## config.mk

```make
export PLATFORM = sky130hd
export DESIGN_NAME = prefetch_buffer
export DESIGN_NICKNAME = d
export VERILOG_FILES = /design/src/bus_pkg.sv /design/src/prefetch_pkg.sv /design/src/obi_fetch_port.sv /design/src/prefetch_ctrl.sv /design/src/fetch_fifo.sv /design/src/prefetch_buffer.sv
export SDC_FILE = /design/constraint.sdc
export NUM_CORES = 1
export LEC_CHECK = 0
export BUFFER_PORTS_ARGS = -buffer_cell sky130_fd_sc_hd__clkbuf_2
export CORE_ASPECT_RATIO = 0.9
export CORE_MARGIN = 5
export CORE_UTILIZATION = 59
export DETAILED_ROUTE_END_ITERATION = 7
export PLACE_DENSITY_LB_ADDON = 0.2
export SLEW_MARGIN = 15
export SYNTH_ARGS = -nofsm -noshare
export SYNTH_HDL_FRONTEND = slang
export SYNTH_SLANG_ARGS = --single-unit
```

## constraint.sdc

```tcl
create_clock -name clk -period 7.2 [get_ports clk]
set_clock_uncertainty 0.15 [all_clocks]
set_input_delay 1.08 -clock clk [delete_from_list [all_inputs] [get_ports clk]]
set_output_delay 1.08 -clock clk [all_outputs]
set_load 0.05 [all_outputs]
```

## src/bus_pkg.sv

```systemverilog
// Instruction bus types
// Address and data words seen on the instruction memory port

package bus_pkg;

  ///////////////////////////////////////////////////
  // Bus widths
  ///////////////////////////////////////////////////

  // Byte address of an instruction word
  typedef logic [31:0] addr_t;

  // One 32-bit instruction word as returned by memory
  typedef logic [31:0] word_t;

  // Distance between two sequential fetches
  localparam addr_t WORD_BYTES = addr_t'(4);

endpackage

```

## src/prefetch_pkg.sv

```systemverilog
// Prefetch buffer definitions
// Fetch controller states and the default FIFO sizing

package prefetch_pkg;

  ///////////////////////////////////////////////////
  // Fetch controller FSM
  ///////////////////////////////////////////////////

  // Idle: nothing outstanding on the bus
  // Wait grant: request raised but not yet accepted
  // Wait rvalid: one response outstanding, will be kept
  // Wait aborted: one response outstanding, will be dropped
  typedef enum logic [1:0] {
    FETCH_IDLE,
    FETCH_WAIT_GNT,
    FETCH_WAIT_RVALID,
    FETCH_WAIT_ABORTED
  } fetch_state_e;

  ///////////////////////////////////////////////////
  // FIFO sizing
  ///////////////////////////////////////////////////

  // Needs at least two entries for the space threshold to work
  localparam int unsigned FIFO_DEPTH_DEF = 2;

endpackage

```

## src/obi_fetch_port.sv

```systemverilog
// Instruction memory port with req/gnt/rvalid handshake
// Optionally keeps request and address stable until the grant

module obi_fetch_port #(
  parameter bit TRANS_STABLE_OFF = 1'b0
) (
  input  logic              clk,
  input  logic              rst_n,
  input  logic              trans_valid_i,
  input  bus_pkg::addr_t    trans_addr_i,
  output logic              trans_ready_o,
  output logic              resp_valid_o,
  output bus_pkg::word_t    resp_rdata_o,
  output logic              instr_req_o,
  output bus_pkg::addr_t    instr_addr_o,
  input  logic              instr_gnt_i,
  input  bus_pkg::word_t    instr_rdata_i,
  input  logic              instr_rvalid_i
);

  import bus_pkg::*;

  // Bus only carries word accesses
  addr_t trans_addr_aligned;

  assign trans_addr_aligned = {trans_addr_i[31:2], 2'b00};

  // Response side is a plain pass-through
  assign resp_valid_o = instr_rvalid_i;
  assign resp_rdata_o = instr_rdata_i;

  if (TRANS_STABLE_OFF) begin : g_pass
    // Legacy behavior, address may move during a waited transfer
    assign instr_req_o   = trans_valid_i;
    assign instr_addr_o  = trans_addr_aligned;
    assign trans_ready_o = instr_gnt_i;
  end else begin : g_stable
    typedef enum logic {PORT_PASS, PORT_HOLD} port_state_e;

    port_state_e state_q;
    port_state_e state_d;
    addr_t       addr_q;

    always_comb begin
      state_d = state_q;
      if (state_q == PORT_PASS) begin
        // Transaction is taken over here, granted now or held below
        instr_req_o   = trans_valid_i;
        instr_addr_o  = trans_addr_aligned;
        trans_ready_o = 1'b1;
        if (trans_valid_i && !instr_gnt_i) begin
          state_d = PORT_HOLD;
        end
      end else begin
        // Replay the captured request until memory grants it
        instr_req_o   = 1'b1;
        instr_addr_o  = addr_q;
        trans_ready_o = 1'b0;
        if (instr_gnt_i) begin
          state_d = PORT_PASS;
        end
      end
    end

    always_ff @(posedge clk or negedge rst_n) begin
      if (!rst_n) begin
        state_q <= PORT_PASS;
      end else begin
        state_q <= state_d;
      end
    end

    // Capture address while transparent, frozen while holding
    always_ff @(posedge clk) begin
      if (state_q == PORT_PASS) begin
        addr_q <= trans_addr_aligned;
      end
    end
  end

endmodule

```

## src/prefetch_ctrl.sv

```systemverilog
// Prefetch controller
// Issues sequential word fetches, restarts at branch targets, drops aborted responses

module prefetch_ctrl (
  input  logic              clk,
  input  logic              rst_n,
  input  logic              req_i,
  input  logic              branch_i,
  input  bus_pkg::addr_t    branch_addr_i,
  input  logic              trans_ready_i,
  input  logic              resp_valid_i,
  input  logic              fifo_space_i,
  output logic              trans_valid_o,
  output bus_pkg::addr_t    trans_addr_o,
  output logic              resp_keep_o,
  output logic              busy_o
);

  import bus_pkg::*;
  import prefetch_pkg::*;

  fetch_state_e state_q;
  fetch_state_e state_d;

  // Last accepted fetch address, kept word aligned
  addr_t instr_addr_q;
  addr_t fetch_addr;
  logic  addr_valid;
  logic  fetch_ok;

  assign fetch_addr = instr_addr_q + WORD_BYTES;

  // A branch always gets through, sequential fetch needs room
  assign fetch_ok = req_i && (fifo_space_i || branch_i);

  ///////////////////////////////////////////////////
  // Next state and request logic
  ///////////////////////////////////////////////////

  always_comb begin
    state_d       = state_q;
    trans_valid_o = 1'b0;
    trans_addr_o  = branch_i ? branch_addr_i : fetch_addr;
    addr_valid    = 1'b0;

    unique case (state_q)
      FETCH_IDLE: begin
        if (fetch_ok) begin
          trans_valid_o = 1'b1;
          addr_valid    = 1'b1;
          state_d       = trans_ready_i ? FETCH_WAIT_RVALID : FETCH_WAIT_GNT;
        end
      end

      FETCH_WAIT_GNT: begin
        // Keep requesting; a branch redirects the pending request
        trans_valid_o = 1'b1;
        if (branch_i) begin
          addr_valid = 1'b1;
        end else begin
          trans_addr_o = instr_addr_q;
        end
        if (trans_ready_i) begin
          state_d = FETCH_WAIT_RVALID;
        end
      end

      FETCH_WAIT_RVALID: begin
        if (resp_valid_i) begin
          // Next request goes out in the response cycle
          if (fetch_ok) begin
            trans_valid_o = 1'b1;
            addr_valid    = 1'b1;
            state_d       = trans_ready_i ? FETCH_WAIT_RVALID : FETCH_WAIT_GNT;
          end else begin
            state_d = FETCH_IDLE;
          end
        end else if (branch_i) begin
          // Response still on its way, remember target and drop it later
          addr_valid = 1'b1;
          state_d    = FETCH_WAIT_ABORTED;
        end
      end

      FETCH_WAIT_ABORTED: begin
        if (branch_i) begin
          addr_valid = 1'b1;
        end else begin
          trans_addr_o = instr_addr_q;
        end
        // Stale response arrives, request the target right away
        if (resp_valid_i) begin
          trans_valid_o = 1'b1;
          state_d       = trans_ready_i ? FETCH_WAIT_RVALID : FETCH_WAIT_GNT;
        end
      end

      default: begin
        state_d = FETCH_IDLE;
      end
    endcase
  end

  // Response in aborted state belongs to the old stream
  assign resp_keep_o = (state_q != FETCH_WAIT_ABORTED);
  assign busy_o      = (state_q != FETCH_IDLE);

  ///////////////////////////////////////////////////
  // State and address registers
  ///////////////////////////////////////////////////

  always_ff @(posedge clk or negedge rst_n) begin
    if (!rst_n) begin
      state_q      <= FETCH_IDLE;
      instr_addr_q <= '0;
    end else begin
      state_q <= state_d;
      if (addr_valid) begin
        // Low bits dropped so the next step lands on a word
        instr_addr_q <= trans_addr_o & ~(WORD_BYTES - addr_t'(1));
      end
    end
  end

endmodule

```

## src/fetch_fifo.sv

```systemverilog
// Instruction FIFO between memory port and decoder
// Bypasses a kept response when empty; flush empties it for the next cycle

module fetch_fifo #(
  parameter int unsigned FIFO_DEPTH = prefetch_pkg::FIFO_DEPTH_DEF
) (
  input  logic              clk,
  input  logic              rst_n,
  input  logic              flush_i,
  input  logic              resp_valid_i,
  input  logic              resp_keep_i,
  input  bus_pkg::word_t    resp_rdata_i,
  input  logic              fetch_ready_i,
  output logic              fetch_valid_o,
  output bus_pkg::word_t    fetch_rdata_o,
  output logic              space_o
);

  import bus_pkg::*;

  localparam int unsigned PTR_W = $clog2(FIFO_DEPTH);
  localparam int unsigned CNT_W = $clog2(FIFO_DEPTH + 1);

  word_t            mem [FIFO_DEPTH];
  logic [PTR_W-1:0] rd_ptr_q;
  logic [PTR_W-1:0] wr_ptr_q;
  logic [CNT_W-1:0] usage_q;

  logic empty;
  logic full;
  logic kept;
  logic push;
  logic pop;

  assign empty = (usage_q == '0);
  assign full  = (usage_q == CNT_W'(FIFO_DEPTH));

  // Response that survives abort and flush
  assign kept = resp_valid_i && resp_keep_i && !flush_i;

  ///////////////////////////////////////////////////
  // Decoder side
  ///////////////////////////////////////////////////

  // Head entry first, otherwise the response goes straight through
  assign fetch_valid_o = !flush_i && (!empty || kept);
  assign fetch_rdata_o = empty ? resp_rdata_i : mem[rd_ptr_q];

  assign pop  = !flush_i && !empty && fetch_ready_i;
  // Store only when the bypass cannot hand it over now
  assign push = kept && (!empty || !fetch_ready_i);

  // One slot reserved for the response already in flight
  assign space_o = (usage_q < CNT_W'(FIFO_DEPTH - 1)) && !full;

  ///////////////////////////////////////////////////
  // Pointers and usage
  ///////////////////////////////////////////////////

  always_ff @(posedge clk or negedge rst_n) begin
    if (!rst_n) begin
      rd_ptr_q <= '0;
      wr_ptr_q <= '0;
      usage_q  <= '0;
    end else if (flush_i) begin
      rd_ptr_q <= '0;
      wr_ptr_q <= '0;
      usage_q  <= '0;
    end else begin
      if (push) begin
        // Wrap at depth, depth need not be a power of two
        wr_ptr_q <= (wr_ptr_q == PTR_W'(FIFO_DEPTH - 1)) ? '0 : wr_ptr_q + 1'b1;
      end
      if (pop) begin
        rd_ptr_q <= (rd_ptr_q == PTR_W'(FIFO_DEPTH - 1)) ? '0 : rd_ptr_q + 1'b1;
      end
      unique case ({push, pop})
        2'b10:   usage_q <= usage_q + 1'b1;
        2'b01:   usage_q <= usage_q - 1'b1;
        default: usage_q <= usage_q;
      endcase
    end
  end

  // Storage
  always_ff @(posedge clk) begin
    if (push) begin
      mem[wr_ptr_q] <= resp_rdata_i;
    end
  end

endmodule

```

## src/prefetch_buffer.sv

```systemverilog
// Instruction prefetch buffer for a 32-bit fetch stage
// Joins fetch controller, memory port and instruction FIFO

module prefetch_buffer #(
  parameter int unsigned FIFO_DEPTH = prefetch_pkg::FIFO_DEPTH_DEF,
  parameter bit          PULP_OBI   = 1'b0
) (
  input  logic              clk,
  input  logic              rst_n,

  input  logic              req_i,
  input  logic              branch_i,
  input  bus_pkg::addr_t    branch_addr_i,

  // Decoder side
  input  logic              fetch_ready_i,
  output logic              fetch_valid_o,
  output bus_pkg::word_t    fetch_rdata_o,

  // Instruction memory
  output logic              instr_req_o,
  input  logic              instr_gnt_i,
  output bus_pkg::addr_t    instr_addr_o,
  input  bus_pkg::word_t    instr_rdata_i,
  input  logic              instr_rvalid_i,

  output logic              busy_o
);

  import bus_pkg::*;

  // Controller to port
  logic  trans_valid;
  logic  trans_ready;
  addr_t trans_addr;

  // Port to FIFO
  logic  resp_valid;
  word_t resp_rdata;

  // Controller and FIFO
  logic  resp_keep;
  logic  fifo_space;

  ///////////////////////////////////////////////////
  // Fetch controller
  ///////////////////////////////////////////////////

  prefetch_ctrl u_prefetch_ctrl (
    .clk           (clk),
    .rst_n         (rst_n),
    .req_i         (req_i),
    .branch_i      (branch_i),
    .branch_addr_i (branch_addr_i),
    .trans_ready_i (trans_ready),
    .resp_valid_i  (resp_valid),
    .fifo_space_i  (fifo_space),
    .trans_valid_o (trans_valid),
    .trans_addr_o  (trans_addr),
    .resp_keep_o   (resp_keep),
    .busy_o        (busy_o)
  );

  ///////////////////////////////////////////////////
  // Memory port
  ///////////////////////////////////////////////////

  obi_fetch_port #(
    .TRANS_STABLE_OFF (PULP_OBI)
  ) u_obi_fetch_port (
    .clk            (clk),
    .rst_n          (rst_n),
    .trans_valid_i  (trans_valid),
    .trans_addr_i   (trans_addr),
    .trans_ready_o  (trans_ready),
    .resp_valid_o   (resp_valid),
    .resp_rdata_o   (resp_rdata),
    .instr_req_o    (instr_req_o),
    .instr_addr_o   (instr_addr_o),
    .instr_gnt_i    (instr_gnt_i),
    .instr_rdata_i  (instr_rdata_i),
    .instr_rvalid_i (instr_rvalid_i)
  );

  ///////////////////////////////////////////////////
  // Instruction FIFO, flushed by every branch
  ///////////////////////////////////////////////////

  fetch_fifo #(
    .FIFO_DEPTH (FIFO_DEPTH)
  ) u_fetch_fifo (
    .clk           (clk),
    .rst_n         (rst_n),
    .flush_i       (branch_i),
    .resp_valid_i  (resp_valid),
    .resp_keep_i   (resp_keep),
    .resp_rdata_i  (resp_rdata),
    .fetch_ready_i (fetch_ready_i),
    .fetch_valid_o (fetch_valid_o),
    .fetch_rdata_o (fetch_rdata_o),
    .space_o       (fifo_space)
  );

endmodule

```

# [After elaboration in Yosys (flattened, before gate mapping)]
# Memory sizes are Yosys's and may differ from the RTL's.
# Index checks and enable logic that the tools add are counted.
[word_totals] n_memories=1 register_bits=69 in_bits=71 ram_bits=64
[op_classes] eq_ne=11 mux=34 magnitude_cmp=1 reduce_logical=25 add_sub_neg=5
[memory_table] memory="u_fetch_fifo.mem" words=2 word_bits=32 rd=1 rd_clocked_by_memory_dff=0 write_ports=1 line_no="fetch_fifo.sv:24" text="word_t mem [FIFO_DEPTH];"
[op_table] cell="$mux 32" count=5
[op_table] cell="$add 32x3->32 const B" count=1
[op_table] cell="$mux 1" count=17
[op_table] cell="$mux 2" count=8
[op_table] cell="$logic_and 1x1->1" count=9
[op_table] cell="$eq 2x2->1 const B" count=4
[op_table] cell="$pmux 2 s4" count=1
[op_table] cell="$ne 2x2->1 const B" count=3
[op_table] cell="$reduce_bool 2->1" count=3
[op_table] cell="$logic_not 1->1" count=5
[op_table] cell="$eq 2x1->1 const B" count=2
[op_table] cell="$logic_not 2->1" count=2
[op_table] cell="$pmux 1 s4" count=1
[op_table] cell="$pmux 2 s2" count=1
[op_table] cell="$reduce_and 4->1" count=1
[op_table] cell="$logic_or 1x1->1" count=3
[op_table] cell="$ne 3x3->1 const B" count=1
[op_table] cell="$pmux 1 s3" count=1
[op_table] cell="$reduce_bool 3->1" count=1
[op_table] cell="$add 1x1->1 const B" count=2
[op_table] cell="$add 2x1->2 const B" count=1
[op_table] cell="$lt 2x1->1 const B" count=1
[op_table] cell="$ne 2x1->1 const B" count=1
[op_table] cell="$reduce_or 2->1" count=1
[op_table] cell="$sub 2x1->2 const B" count=1

# [Depth between registers and ports, before layout]
# Gate-level depths: netlist of the first run.
[depth] ltp_word=11 ltp_mapped=10 depth_no_buf=7

# [Hierarchy]
# A second synthesis of the first run with hierarchy kept.
[unflattened] hier_cells=674 hier_area_um2=7176.9
[by_module_without_submodules] module="prefetch_ctrl" seq_area_each_um2=800.8 cells_each=369 n_inst=1 area_each_um2=2885.3
[by_module_without_submodules] module="fetch_fifo" seq_area_each_um2=2021.9 cells_each=200 n_inst=1 area_each_um2=2851.5
[by_module_without_submodules] module="obi_fetch_port" seq_area_each_um2=665.6 cells_each=105 n_inst=1 area_each_um2=1440.1

# [Worst setup path after synthesis of the first run]
# No wires, ideal clock.
[synth_path] path_type="input to output" start="input port branch_i" end="output port instr_addr_o[26]" required_time_ns=5.970 arrival_time_ns=3.953 path_stages=6 slack_ns=2.017 path_cell_list="or4b_1 > or4_1 > buf_2 > nor4_2 > mux2_2 > o21ai_0"
[synth_via] elab_chain_cells=4
[synth_lines] element="from (decl)" line_no="prefetch_buffer.sv:12" text="input logic branch_i,"
[synth_lines] element="$mux 32" line_no="prefetch_ctrl.sv:43" text="trans_addr_o = branch_i ? branch_addr_i : fetch_addr;"
[synth_lines] element="$mux 32" line_no="prefetch_ctrl.sv:58, prefetch_ctrl.sv:86"
[synth_lines] element="$mux 32 * (2 in a row)"
[synth_lines] element="to (decl)" line_no="prefetch_buffer.sv:23" text="output bus_pkg::addr_t instr_addr_o,"
# Every way passes the cells marked *; elsewhere a longest branch is shown, timed or not.

# [Worst setup path after layout of the first run]
[layout_path] start="register u_prefetch_ctrl.state_q[1]" end="output port instr_addr_o[26]"
[layout_via] elab_chain_cells=4
[layout_lines] element="from (decl)" line_no="prefetch_ctrl.sv:22" text="fetch_state_e state_q;"
[layout_lines] element="from (signal assigned)" line_no="prefetch_ctrl.sv:117" text="state_q <= state_d;"
[layout_lines] element="$eq 2x1->1 or $eq 2x2->1 (tied branches)" line_no="prefetch_ctrl.sv:46" text="unique case (state_q)"
[layout_lines] element="$reduce_or 2->1 (no line) *"
[layout_lines] element="$mux 32 * (2 in a row)"
# Marks and branches as above.

==> reports/results.ini, run 1 <==
[run_status]
status=complete, no violations

[global_route]
grt_max_degree=79
grt_pass1_vias=5448
grt_overflow=0
antenna_found_initial=0
grt_pass1_wl_microns=26000
track_usage=0.240

[placed_design]
hpwl_microns=10600
placed_area_sq_um=7430
routabilityCongestion=0.790
io_buffer_count=135

[setup_path]
cp_slowest_cell=or4_1
critical-path-top-delay-family=simple AND/OR/NAND/NOR gates
r2r_setup_slack_ps=3930
worstPathCellList=inv_1, ha_1, or4b_1, or4_1, nor4_2, mux2_2, o21ai_0, clkbuf_2
r2r_end=u_obi_fetch_port.g_stable.addr_q[26]
r2r_cells=7
cp-start-kind=register
end_kind=output port
crit_type=register to output port
slowest_delay_ps=610
critPathMaxFanout=10
crit_buf_inv=2
cp.arrival_ps=3760
required_ps=5970
timing.rr.start=u_prefetch_ctrl.state_q[1]

[logic_synthesis]
ys_warn_count=0
yosys.cell_count.top_type=o21ai_0
ys_seq_elements=133
synth_edf_count=64
syn_avg_cell_area_sq_um=10.0
yosysSeqAreaShare=0.523
synth_top_cell_by_area=edfxtp_1
synth_top_family_by_area=simple AND/OR/NAND/NOR gates
synthSimpleGateAreaFrac=0.162
yosys.area.top_type_share=0.288
muxShareOfSynthArea=0.0918
synth_xor_area_frac=0.0144
synthDistinctLibCells=67
synth_area_sq_um=6680
synth-compound-area-share=0.161
async_flop_share=0.278
syn_inst=667
synth_flop_cell=edfxtp_1
synthTopCellsByArea=edfxtp_1, dfrtp_1, dfxtp_1, o21ai_0, mux2i_1
synthAdderAreaFrac=0.0131
synth_common_cells=o21ai_0, nand2_1, edfxtp_1, mux2i_1, dfrtp_1
synth.net_count=745

[sta]
hold_violations=0
rsz0062_at_grt=false
setup_violations=0
fin_crit_sh=0.694
fin_tns_setup_ps=0
fmax_ghz=0.200
finalMaxSlewViolations=0
tightest_slew_ps=1080
slew_headroom=0.282
fin_crit_ps=4990

[finish]
finalInstanceArea_sq_um=8020
syn_to_final_growth_pct=20.1
diodes=0
fin_nets=863
drive_above_1_share=0.251

[clock_tree]
clockRootBuffer=clkbuf_16
htree_levels=4
clk_pin_slew_worst_paths_ps=60
cts_buffers=17
tritoncts=yes
clockBufferDepth=2
clock-sinks=133
clk_latency_ps=420
ctsResizeCount=0
cts_setup_buffers=0
postCtsHoldBufs=0

[flow_run]
maxCapViolations=0

[die]
pin_count=138
initial_core_util=0.610
die_w_microns=122
core_area_sq_um=10900
fp.dieH_microns=111
die-area_sq_um=13500
num_rows=36

[power]
power.switching_mw=1.88
ir_worst_vdd_mv=0.309
clkPwrFrac=0.217
cellLeakagePower_nw=3.24
sequentialPowerShare=0.324
swShare=0.481
p_int_mw=2.03
combinationalPowerShare=0.459
powerDensity_nw_per_um2=488

[hold_path]
holdPathEnd=u_obi_fetch_port.g_stable.addr_q[22]
hold_depth=2
hold_path_class=register to register
hp-start=u_obi_fetch_port.g_stable.addr_q[22]

[drt]
routed_wl_microns=16200
drtPass1Iterations=5
wire_per_inst_microns=17.0
vias=5601
drc=0
initialDrtViolationCount=450
viasPerCell=5.90
ant_nets=0

## registers in the layout, summed over array words and instances, names as in the netlist
signal                             cells
u_fetch_fifo.usage_q                   2
u_fetch_fifo.rd_ptr_q                  1
u_prefetch_ctrl.state_q                2
u_fetch_fifo.mem                      64
u_fetch_fifo.wr_ptr_q                  1
u_obi_fetch_port.g_stable.state_q      1
u_obi_fetch_port.g_stable.addr_q      32
u_prefetch_ctrl.instr_addr_q          30
## per-layer routing
layer | routed length, microns | GRT usage | vias to the layer above | part of all wire
li1 | - | - | 2683 | -
met1 | 6660 | 0.295 | 2676 | 0.41
met2 | 8240 | 0.407 | 215 | 0.51
met3 | 1020 | 0.0582 | 27 | 0.063
met4 | 283 | 0.0896 | 0 | 0.017
met5 | 0 | 0 | - | 0
## layout by cell type, fill, tap and decap left out, drive strengths merged, types with 7 or more instances in the layout
| cell | count |
|---|---|
| a211o | 8 |
| a21oi | 31 |
| clkbuf | 152 |
| clkinv | 7 |
| dfrtp | 37 |
| dfxtp | 32 |
| edfxtp | 64 |
| ha | 7 |
| inv | 21 |
| mux2 | 15 |
| mux2i | 44 |
| nand2 | 83 |
| nand2b | 12 |
| nand3 | 19 |
| nand4 | 8 |
| nor2 | 33 |
| nor2b | 7 |
| nor3 | 19 |
| nor4 | 7 |
| o21ai | 91 |
| o22ai | 7 |
| xnor2 | 7 |
## worst max path at each step
stage | cells after the start | from | slack (ps) | end
floorplan | 6 | branch_i | 2020 | instr_addr_o[26]
global placement | 7 | branch_i | 2380 | instr_addr_o[26]
detailed placement | 7 | branch_i | 2300 | instr_addr_o[26]
CTS | 8 | u_prefetch_ctrl.state_q[1] | 2210 | instr_addr_o[26]
global route | 8 | u_prefetch_ctrl.state_q[1] | 2040 | instr_addr_o[26]
finish | 8 | u_prefetch_ctrl.state_q[1] | 2210 | instr_addr_o[26]
## stage by stage
step	worst slack (ps)	hold WS (ps)	std cells	power (mW)	utilization
CTS	2210	307	950	3.92	0.732
detailed placement	2300	291	918	3.06	0.679
finish	2210	303	950	3.91	0.733
global placement	2380	282	918	2.99	0.679
global route	2040	334	950	4.12	0.733
floorplan	2020	340	667	2.63	-
## worst register-to-register path: stages (launching register included)
cell and delay [ps]:
dfrtp_1 370, inv_1 90, ha_1 310, or4b_1 570
or4_1 610, nor4_2 460, mux2_2 380, o21ai_0 220
## logic make-up after synthesis
family | after synthesis
and+or+nand+nor | 219
AOI/OAI and AO/OA | 179
DFF | 133
buffers and inverters | 59
muxes | 59
xor gates and xnor gates | 11
adders and majority gates | 7
## cell type report
type | instances | area [sq um]
multi-input cells | 475 | 2980
clock inverters | 15 | 155
well taps | 152 | 190
inverters | 18 | 67.6
flip-flops and latches | 133 | 3490
clock buffers | 17 | 425
fillers | 812 | 2930
repair buffers | 140 | 713
## power by group through the flow
stage               Combinational [mW]  Sequential, mW  Clock (mW)
CTS                               1.80            1.26       0.861
floorplan                         1.48            1.15           0
global placement                  1.74            1.25           0
detailed placement                1.78            1.27           0
finish                            1.80            1.27       0.847
global route                      1.93            1.30       0.896
(Power assumes the default switching activity.)
==> run 2: changes to the inputs <==
- CORE_UTILIZATION: 59 -> 50
- clock period: 7.2 -> 4.4 ns (I/O delays scaled with it)
==> run 2 against run 1 <==
Net effect: global-route usage shrank 4.1 points; routed wire length is 1.6% lower; utilization is 12 points lower; combinational power up 68%; register-to-register slack worse by 2600 ps; highest routed layer unchanged.
==> reports/results.ini, run 2 (synthesis gave the netlist of run 1 again) <==
[run_status]
status=complete, no violations

[setup_path]
required_ps=3590
cp-start-kind=register
crit_type=register to output port
end_kind=output port
critPathMaxFanout=10
cp.arrival_ps=3390

[global_route]
grt_pass1_vias=5311
grt_overflow=0
antenna_found_initial=0
grt_pass1_wl_microns=25800
grt_max_degree=78
track_usage=0.199

[sta]
fin_crit_ps=4200
finalMaxSlewViolations=0
fmax_ghz=0.238
fin_crit_sh=0.954
slew_headroom=0.237
hold_violations=0
setup_violations=0
tightest_slew_ps=1140
rsz0062_at_grt=false
setup_ws_ps=202
fin_tns_setup_ps=0

[drt]
ant_nets=0
wire_per_inst_microns=16.4
drc=0
vias=5527
routed_wl_microns=15900
viasPerCell=5.70
drtPass1Iterations=7
initialDrtViolationCount=431

[placed_design]
io_buffer_count=135
place_ws_ps=312
hpwl_microns=10900
routabilityCongestion=0.855

[power]
ir_worst_vdd_mv=0.923
cellLeakagePower_nw=3.30
powerDensity_nw_per_um2=791

[finish]
syn_to_final_growth_pct=22.2
regMostFlops=u_fetch_fifo.mem
diodes=0
final_cell_mix=clkbuf_2, o21ai_0, nand2_1, edfxtp_1, mux2i_1
reg_top3=u_fetch_fifo.mem: 64 flops, u_obi_fetch_port.g_stable.addr_q: 32 flops, u_prefetch_ctrl.instr_addr_q: 30 flops
largest_reg_flops=64
multi_input_area_sq_um=3000
layout_commonest_cell=clkbuf_2
drive_above_1_share=0.256
fin_nets=867
seqCellArea_sq_um=3490
nFillCells=1116

[clock_tree]
cts_setup_buffers=0
clk_latency_ps=410
htree_levels=4
clockBufferDepth=2
tritoncts=yes
cts_buffers=17
postCtsHoldBufs=0
clk_pin_slew_worst_paths_ps=60
clock-sinks=133
clockRootBuffer=clkbuf_16

[die]
die_w_microns=132
die-area_sq_um=15800
pin_count=138
fp.dieH_microns=120
core_area_sq_um=13200
initial_core_util=0.505
num_rows=40

[flow_run]
maxCapViolations=0

[hold_path]
hold_path_class=input pin to register

[run 2: critical path, cell delays in order, from the launching register on]
cell,delay [ps]
dfrtp_1,390
inv_1,110
ha_2,250
or3b_2,530
or3_1,410
or4_1,510
mux2_1,360
o21ai_1,170
buf_4,240
[run 2: power breakdown]
part / total (mW) / leakage (nW) / internal, mW / switching [mW]
Combinational: 3.03 / 1.73 / 0.903 / 2.13
Clock: 1.35 / 0.273 / 0.827 / 0.519
Sequential: 2.07 / 1.30 / 1.67 / 0.404
[run 2: final timing paths]
path / start / end / slack, ps / cells past startpoint
max in group asynchronous: rst_n / u_fetch_fifo.rd_ptr_q / 3100 / 1
setup / recovery: u_prefetch_ctrl.state_q[1] / instr_addr_o[24] / 200 / 8
min in group asynchronous: rst_n / u_prefetch_ctrl.instr_addr_q[22] / 280 / 1
hold / removal: instr_gnt_i / u_obi_fetch_port.g_stable.state_q / 240 / 2
setup reg to reg: u_prefetch_ctrl.state_q[1] / u_obi_fetch_port.g_stable.addr_q[22] / 1380 / 7
hold reg to reg: u_obi_fetch_port.g_stable.addr_q[27] / u_obi_fetch_port.g_stable.addr_q[27] / 320 / 2
[run 2: repair_timing]
action / CTS / global route
pin swaps: 0 / 0
resized for setup: 1 / 8
endpoints found under the setup margin: 2 / 4
[run 2: cell type report]
cell class / instances / area share
tap: 168 / 0.0258
multi-input combinational: 475 / 0.368
clock inverter: 14 / 0.0167
inverter: 18 / 0.00828
clock buffer: 18 / 0.0526
timing repair buffer: 144 / 0.101
sequential: 133 / 0.428
[run 2: stage by stage]
step	total power [mW]	instances	util	cell area [sq um]	hold slack, ps
floorplan	4.31	667	-	6680	214
detailed placement	5.11	938	0.572	7560	301
finish	6.45	970	0.618	8160	238
CTS	6.47	970	0.615	8130	221
global route	6.82	970	0.618	8160	242
global placement	5.01	938	0.572	7560	295
[run 2: metal layers]
metal,up-vias,GRT usage,part of all wire
met5,-,0,0
met4,0,0.0662,0.018
met3,29,0.0595,0.069
met2,204,0.316,0.47
met1,2605,0.262,0.45
li1,2689,-,-
==> run 3: changes to the inputs <==
- REMOVE_ABC_BUFFERS: default -> 1
==> run 3 against run 2 <==
Net effect: flip-flop and latch count did not move; register-to-register slack lost 70 ps; die area unchanged; first-iteration DRC count down 3.2%; via count grew 0.27%; combinational power about the same; sequential share of layout area grew 0.066 points; design area decreased by 0.15%; sequential power fell by 2%; hold slack worse by 12 ps; critical endpoint is now instr_addr_o[22].
==> reports/results.ini, run 3 (synthesis gave the netlist of run 1 again) <==
[hold_path]
hold_path_class=input pin to asynchronous set/reset pin

[setup_path]
cp-start-kind=register
worstPathCellList=inv_1, ha_2, or4b_1, or4_1, buf_4, or3_4, mux2_4, o21ai_2, buf_12
required_ps=3590
critPathMaxFanout=10
crit_buf_inv=3
cp_slowest_cell=or4b_1
r2r_setup_slack_ps=1310
critical-path-top-delay-family=simple AND/OR/NAND/NOR gates
end_kind=output port
timing.rr.start=u_prefetch_ctrl.state_q[1]
r2r_cells=8
crit_type=register to output port
cp.arrival_ps=3430
r2r_end=u_obi_fetch_port.g_stable.addr_q[22]
slowest_delay_ps=550

[clock_tree]
clk_pin_slew_worst_paths_ps=60
clockBufferDepth=2
clk_latency_ps=420
clockRootBuffer=clkbuf_16
htree_levels=4
clock-sinks=133
tritoncts=yes
postCtsHoldBufs=0
cts_buffers=17

[global_route]
busiest_layer=met2
grt_max_degree=78
antenna_found_initial=0
grt_overflow=0
grt.met3_usage=0.0545
track_usage=0.207
grt_pass1_vias=5419
grt_use_met2=0.347
met1_usage=0.261
grt_pass1_wl_microns=26900

[power]
power_mw=6.44
ir_worst_vdd_mv=0.446
powerDensity_nw_per_um2=791
cellLeakagePower_nw=3.27

[placed_design]
hpwl_microns=11100
placed_area_sq_um=7560
routabilityCongestion=0.870
io_buffer_count=135
place_ws_ps=432
dp.cells=939

[finish]
reg_top3=u_fetch_fifo.mem: 64 flops, u_obi_fetch_port.g_stable.addr_q: 32 flops, u_prefetch_ctrl.instr_addr_q: 30 flops
diodes=0
final_cell_mix=clkbuf_2, o21ai_0, nand2_1, edfxtp_1, mux2i_1
largest_reg_flops=64
layout_commonest_cell=clkbuf_2
seqCellArea_sq_um=3490
drive_above_1_share=0.254
finalInstanceArea_sq_um=8150
syn_to_final_growth_pct=22.0
regMostFlops=u_fetch_fifo.mem
nFillCells=1083
fin_util=0.617
fin_nets=868
multi_input_area_sq_um=2980
fin_cells=971

[sta]
setup_violations=0
setup_ws_ps=159
hold_ws_ps=226
rsz0062_at_grt=false
fin_crit_sh=0.964
finalMaxSlewViolations=0
tightest_slew_ps=998
hold_violations=0
fmax_ghz=0.236
slew_headroom=0.334
fin_crit_ps=4240
fin_tns_setup_ps=0

[run_status]
status=complete, no violations

[drt]
routed_wl_microns=16100
drc=0
drtPass1Iterations=7
viasPerCell=5.71
vias=5542
initialDrtViolationCount=417
wire_per_inst_microns=16.6
ant_nets=0

[die]
pin_count=138
core_area_sq_um=13200
die_w_microns=132
die-area_sq_um=15800
fp.dieH_microns=120
num_rows=40
initial_core_util=0.505

[flow_run]
maxCapViolations=0

run 3: how the worst max path moves through the flow:
stage / slack, ps / to / start / cells after the start
floorplan: -70 / u_fetch_fifo.mem[1][0] / u_fetch_fifo.usage_q[0] / 4
global route: 30 / instr_addr_o[26] / u_prefetch_ctrl.state_q[1] / 8
finish: 160 / instr_addr_o[22] / u_prefetch_ctrl.state_q[1] / 9
global placement: 510 / instr_addr_o[26] / branch_i / 7
detailed placement: 430 / instr_addr_o[26] / u_prefetch_ctrl.state_q[1] / 8
CTS: 20 / instr_addr_o[28] / u_prefetch_ctrl.state_q[1] / 8
run 3: layout make-up:
type	instances	share of cell area
inverter	18	0.00829
tap	168	0.0258
sequential	133	0.429
clock inverter	12	0.0164
clock buffer	20	0.0536
timing repair buffer	145	0.101
multi-input combinational	475	0.366
run 3: per-layer routing:
layer	routed length, microns	part of all wire
met5	0	0
met4	218	0.014
met3	1080	0.067
met2	7790	0.48
met1	7000	0.44
run 3: what timing repair did:
action | 4_1_cts | 5_1_grt
gates resized for setup | 1 | 4
setup buffers | 0 | 0
setup endpoints to repair | 1 | 6
run 3: where the power goes:
group	switching (mW)	internal (mW)	leakage [nW]
clock	0.526	0.833	0.264
sequential	0.363	1.67	1.30
combinational	2.16	0.899	1.71
